`src/mul_consts.svh`:
```
`ifndef MUL_CONSTS_SVH
`define MUL_CONSTS_SVH

// operand width of the integer datapath
`define MUL_XLEN 64

// operand plus two sign bits, so signed and unsigned share one Booth array
`define MUL_EXT_W 66

`define MUL_PP_N 33

`define MUL_PROD_W 132

`endif
```
`src/mul_pkg.sv`:
```
`default_nettype none

`include "mul_consts.svh"

package mul_pkg;

	typedef struct packed {
		logic [`MUL_XLEN/2-1:0] hi_word;
		logic [`MUL_XLEN/2-1:0] lo_word;
	} dword_t;

	// a doubleword operand, or two words when mulw only looks at the low one
	typedef union packed {
		logic [`MUL_XLEN-1:0] dword;
		dword_t words;
	} operand_u;

	typedef struct packed {
		logic [`MUL_PROD_W-`MUL_XLEN*2-1:0] ext; // wraps away, only kept for the width
		logic [`MUL_XLEN-1:0] hi;
		logic [`MUL_XLEN-1:0] lo;
	} prod_fields_t;

	typedef union packed {
		logic [`MUL_PROD_W-1:0] raw;
		prod_fields_t f;
	} product_u;

endpackage

`default_nettype wire

```
`src/mul_ifs.sv`:
```
`timescale 1ns/100ps
`default_nettype none

`include "mul_consts.svh"


// redundant sum/carry form of the product, resolved by the final adder
interface mul_sum_if;
	logic valid;
	logic ready;
	mul_pkg::product_u sum;
	mul_pkg::product_u carry; // column carries one place up, bit 0 is a negate bit
	logic neg_lsb;

	modport src (
		output valid, output sum, output carry, output neg_lsb,
		input ready
	);
	modport dst (
		input valid, input sum, input carry, input neg_lsb,
		output ready
	);
endinterface

`default_nettype wire

```
`src/mul_result_out.sv`:
```
`timescale 1ns/100ps
`default_nettype none

`include "mul_consts.svh"

module mul_result_out (
	input wire logic clk,
	input wire logic rst,
	input wire logic flush,
	input wire logic out_ready,
	mul_sum_if.dst sums,
	output logic out_valid,
	output logic [`MUL_XLEN-1:0] result_hi,
	output logic [`MUL_XLEN-1:0] result_lo
);

	mul_pkg::product_u prod;
	logic valid_q;
	logic [`MUL_XLEN-1:0] hi_q;
	logic [`MUL_XLEN-1:0] lo_q;

	// carry propagate add, the last negate bit rides in as the carry into bit 0
	assign prod.raw = sums.sum.raw + sums.carry.raw
		+ {{(`MUL_PROD_W-1){1'b0}}, sums.neg_lsb};

	assign sums.ready = ~valid_q | out_ready;
	assign out_valid = valid_q;
	assign result_hi = hi_q;
	assign result_lo = lo_q;

	always_ff @(posedge clk) begin
		if (rst || flush)
			valid_q <= 1'b0;
		else if (sums.ready)
			valid_q <= sums.valid;
	end

	// holds while the execute stage is not taking the result
	always_ff @(posedge clk) begin
		if (sums.valid && sums.ready) begin
			hi_q <= prod.f.hi;
			lo_q <= prod.f.lo;
		end
	end

endmodule

`default_nettype wire

```
`src/flat_wrapper.sv`:
```
// flat-port wrapper written by rule: the top's interface ports become plain ports
module mul_result_out_flat 
  (clk, rst, flush, out_ready, out_valid, result_hi, result_lo, sums_valid, sums_sum, sums_carry, sums_neg_lsb, sums_ready);
  mul_sum_if sums_i ();
  input wire logic clk;
  input wire logic rst;
  input wire logic flush;
  input wire logic out_ready;
  output logic out_valid;
  output logic [`MUL_XLEN-1:0] result_hi;
  output logic [`MUL_XLEN-1:0] result_lo;
  input wire logic [$bits(sums_i.valid)-1:0] sums_valid;
  input wire logic [$bits(sums_i.sum)-1:0] sums_sum;
  input wire logic [$bits(sums_i.carry)-1:0] sums_carry;
  input wire logic [$bits(sums_i.neg_lsb)-1:0] sums_neg_lsb;
  output wire logic [$bits(sums_i.ready)-1:0] sums_ready;
  assign sums_i.valid = sums_valid;
  assign sums_i.sum = sums_sum;
  assign sums_i.carry = sums_carry;
  assign sums_i.neg_lsb = sums_neg_lsb;
  assign sums_ready = sums_i.ready;
  mul_result_out u_core (.clk(clk), .rst(rst), .flush(flush), .out_ready(out_ready), .sums(sums_i), .out_valid(out_valid), .result_hi(result_hi), .result_lo(result_lo));
endmodule
```
`config.mk`:
```
export PLATFORM = sky130hd
export DESIGN_NAME = mul_result_out_flat
export DESIGN_NICKNAME = d
export VERILOG_FILES = /design/src/mul_pkg.sv /design/src/mul_ifs.sv /design/src/mul_result_out.sv /design/src/flat_wrapper.sv
export VERILOG_INCLUDE_DIRS = /design/src
export SDC_FILE = /design/constraint.sdc
export NUM_CORES = 1
export LEC_CHECK = 0
export BUFFER_PORTS_ARGS = -buffer_cell sky130_fd_sc_hd__buf_4
export CORE_MARGIN = 4
export CORE_UTILIZATION = 35
export CTS_CLUSTER_SIZE = 20
export DETAILED_ROUTE_END_ITERATION = 8
export PLACE_DENSITY = 0.71
export SLEW_MARGIN = 0
export SYNTH_ARGS = -nofsm -noshare
export SYNTH_HDL_FRONTEND = slang
export SYNTH_SLANG_ARGS = --single-unit
```
`constraint.sdc`:
```
create_clock -name clk -period 5.4 [get_ports clk]
set_clock_uncertainty 0.2 [all_clocks]
set_input_delay 0.54 -clock clk [delete_from_list [all_inputs] [get_ports clk]]
set_output_delay 0.54 -clock clk [all_outputs]
set_load 0.01 [all_outputs]
```
[Word level (Yosys, flattened, before mapping)]
Cells that the tools add are included.
Storage, ports and cells
  register bits: 129
  input bits: 270
  logic and storage cells: 9
Cells by class
  add/subtract/negate cells: 2
  bitwise logic cells: 2
  reductions and logical operators: 2
Operators by type and width (number)
  $add 128x1->128: 1
  $add 128x128->128: 1
  $logic_and 1x1->1: 1
  $logic_or 1x1->1: 1
  $not 1->1: 1
  $or 1x1->1: 1

[Logic depth before layout (Yosys ltp)]
  depth in word-level cells: 3
  depth in mapped cells: 12

[Least setup slack after synthesis]
Ideal clock, no wire load.
  kind: input-to-reg
  start point: input port out_ready
  end point: register u_core.hi_q[0], in the netlist u_core.result_hi[0] (enable)
  setup time: 0.503 ns
  data arrival time: 3.700 ns
  required time: 4.697 ns
  slack: 0.998 ns
  cell stages on the path: 2
  path buffers: 0
  cells stage by stage: nand2b_1 > and2_1
On the way
  longest elaborated chain between the ends: 2
Ends and longest elaborated chain
  start: declaration: RTL line flat_wrapper.sv:8  | input wire logic out_ready;
  $or 1x1->1: RTL line mul_result_out.sv:26  | assign sums.ready = ~valid_q | out_ready;
  $logic_and 1x1->1: RTL line mul_result_out.sv:40  | if (sums.valid && sums.ready) begin
  end signal: assignment: RTL line mul_result_out.sv:41  | hi_q <= prod.f.hi;
  end: declaration: RTL line mul_result_out.sv:19  | logic [`MUL_XLEN-1:0] hi_q;
No other way between the ends.
A chain may end at the register's enable or synchronous reset.

==> results.json <==
{
  "vias": 13100,
  "fin_crit_sh_pct": 78.6,
  "critPathMaxStageDelay_ps": 520,
  "ctsHoldBuffers": 0,
  "clkLatencyLatePin_ps": 430,
  "relSlewSlack_pct": 49.3,
  "ff_latch_area_um2": 3860,
  "peakVddDrop_mv": 0.210,
  "timing.rr.start": "u_core.out_valid",
  "critPathLaunch": "sums_neg_lsb",
  "synth.largest_area_cell": "edfxtp_1",
  "ys_ff_latch": 129,
  "grt_overflow": 0,
  "outcome": "completed",
  "place_congestion": 0.941,
  "multi_input_area_um2": 8230,
  "cts_buffer_depth": 2,
  "synthArstFlopShare_pct": 0,
  "nets": 2217,
  "leakagePower_nw": 7.06,
  "cp.required_ps": 5370,
  "crit_chain": "buf_4, fa_1, a211oi_1, o211ai_1, a21oi_1, o21ai_1, a211oi_1, o31ai_1, a21bo_2, a21boi_1, o21bai_1, xor2_1",
  "cts_resized": 0,
  "grt_pass1_vias": 12700,
  "wl_per_cell_um": 21.6,
  "cp_max_fo": 5,
  "drt_iter0_drc": 1103,
  "slew_violations": 0,
  "critPathCaptureType": "register",
  "tightestPinTransition_ps": 752,
  "vias_per_cell": 5.70,
  "grt_antenna_before_repair": 5,
  "path_class": "in2reg",
  "syn_inst": 1471,
  "rsz0062_at_grt": "no",
  "pin_count": 400,
  "synth_area_leaders": "edfxtp_1 (31%), ha_1 (13%), a21oi_1 (8.2%)",
  "synth_area_um2": 12500,
  "hold_path_class": "in2reg",
  "synth.avg_cell_area_um2": 8.50,
  "drive_above_1_share_pct": 24.8,
  "cts_tree": "yes",
  "crit_top_cell": "a211oi_1",
  "die_y_um": 197,
  "hold_ws_ps": 57.6,
  "hold_viol": 0,
  "drc": 0,
  "syn_nets": 1869,
  "yosysUniqueCellTypes": 75,
  "grt_usage_pct": 23.9,
  "die_w_um": 197,
  "synthFlopType": "edfxtp_1",
  "synth-seq-area-share_pct": 30.9,
  "synth_edf_count": 128,
  "rows": 68,
  "total_power_mw": 4.34,
  "core_um2": 34900,
  "htree_levels": 4,
  "cp-start-kind": "input pin",
  "min_from": "flush",
  "ff2ff_setup_slack_ps": 3210,
  "min_period_ps": 4240,
  "setup_viol": 0,
  "clk_pin_slew_ps": 60,
  "first_pass_iters": 5,
  "cts_buffers": 17,
  "cts_root_buffer": "clkbuf_16",
  "arrival_ps": 4220,
  "fill_cells": 3408,
  "max_cap_violations": 0,
  "dieArea_um2": 38800,
  "grt_start_max_net_pins": 57,
  "synth.top_cell.area_share_pct": 30.7,
  "numClockSinks": 129,
  "fmax_mhz": 236,
  "initial_utilization_pct": 35.9,
  "cp_slowest_cell": "a21boi_1",
  "io_buffers": 391,
  "grt_pass1_wl_um": 72900,
  "dpl.hpwl_um": 41200,
  "post_cts_buffers": 0,
  "area.growth.synth_to_final_pct": 31.5,
  "ys_warn_count": 0,
  "powerDensity_nw_per_um2": 264,
  "drtAntennaViolNets": 0,
  "setup_tns_ps": 0,
  "wirelength_um": 49600
}
## flip-flops by register name, summed over array words and instances, names as in the netlist
name              cells
u_core.out_valid      1
u_core.result_lo     64
u_core.result_hi     64
## layout by cell type (no fill, tap or decap), types with 3 or more instances in the layout
master     netlist  layout
xnor2_1         77      77
o31a_1           3       3
a21o_1          62      62
a221oi_1         5       5
o211ai_1         9       9
clkinv_4         0       3
o21bai_1        43      43
inv_1           42      42
nor2b_1          8       8
nand4_1         60      60
nand2_1        140     140
nor3_1          39      39
clkbuf_16        0      17
o21a_1          14      14
and3_1          14      14
buf_4            0     396
nor2_1         117     117
and2_1           5       4
xor2_1          47      47
a31oi_1         15      15
a221o_1          4       4
a21oi_1        205     205
o21ai_0        103     103
o31ai_1         10      10
ha_1           126     126
a211oi_1        12      12
nand3_1         14      14
a21boi_0         7       7
nand2b_1         9       9
a211o_1          3       3
edfxtp_1       128     128
a21oi_2          4       4
bufinv_16        0       5
diode_2          0       6
or2_2            4       4
nor4_1           9       9
o21ai_1          8       8
a21boi_1         3       3
## synth_stat cells, types with 9 or more instances
library cell  instances
a211oi_1             12
a21o_1               62
a21oi_1             205
a31oi_1              15
and3_1               14
clkbuf_1             62
edfxtp_1            128
ha_1                126
inv_1                42
nand2_1             140
nand2b_1              9
nand3_1              14
nand4_1              60
nor2_1              117
nor3_1               39
nor4_1                9
o211ai_1              9
o21a_1               14
o21ai_0             103
o21bai_1             43
o31ai_1              10
xnor2_1              77
xor2_1               47
## cell families after synthesis
logic type / Yosys count / share of synthesized area (%)
xor gates and xnor gates: 124 / 8.68
and+or+nand+nor: 434 / 16.4
adders and majority gates: 128 / 12.9
AOI/OAI and AO/OA: 546 / 27.7
DFF: 129 / 30.9
muxes: 1 / 0.0900
buffers and inverters: 109 / 3.32
## per-layer routing
layer | up-vias | track usage (%) | wire (um)
met4 | 0 | 7.55 | 1490
met2 | 580 | 38.9 | 23000
met5 | - | 0 | 0
met1 | 6185 | 32.8 | 21500
met3 | 70 | 3.87 | 3580
li1 | 6229 | - | -
## power breakdown
group          switching [mW]  total, mW  internal, mW
Combinational           0.959       1.67         0.713
Sequential             0.0518       1.36          1.31
Clock                   0.490       1.31         0.819
Total                    1.50       4.34          2.84
## stage by stage
stage / setup slack [ps] / util, % / instances / cell area [um2]
2_1_floorplan: 998 / - / 1471 / 12500
3_3_place_gp: 839 / 45.3 / 2255 / 15800
3_5_place_dp: 780 / 45.3 / 2255 / 15800
4_1_cts: 1220 / 47.1 / 2287 / 16400
5_1_grt: 1050 / 47.2 / 2293 / 16500
6_report: 1160 / 47.2 / 2293 / 16500
## path summary, 6_finish.rpt
| check | to | cells past startpoint |
|---|---|---|
| setup / recovery | u_core.result_hi[57] | 12 |
| hold / removal | u_core.out_valid | 2 |
| setup reg to reg | u_core.result_lo[51] | 3 |
| hold reg to reg | u_core.out_valid | 2 |
## critical path, delay by kind of cell
kind / cells / cell delay, ps
AO/OA/AOI/OAI: 9 / 2880
adder cells (fa/ha/maj): 1 / 480
XOR/XNOR: 1 / 190
buffers and inverters: 1 / 120
## final cells by class
type | instances | area share [%]
Multi-Input combinational cell | 1233 | 50.0
Sequential cell | 129 | 23.5
Timing Repair Buffer | 396 | 18.1
Tap cell | 455 | 3.46
Clock buffer | 18 | 2.61
Clock inverter | 14 | 1.29
Inverter | 42 | 0.958
Antenna cell | 6 | 0.0913
No activity file was read; power rests on OpenSTA's default activity.
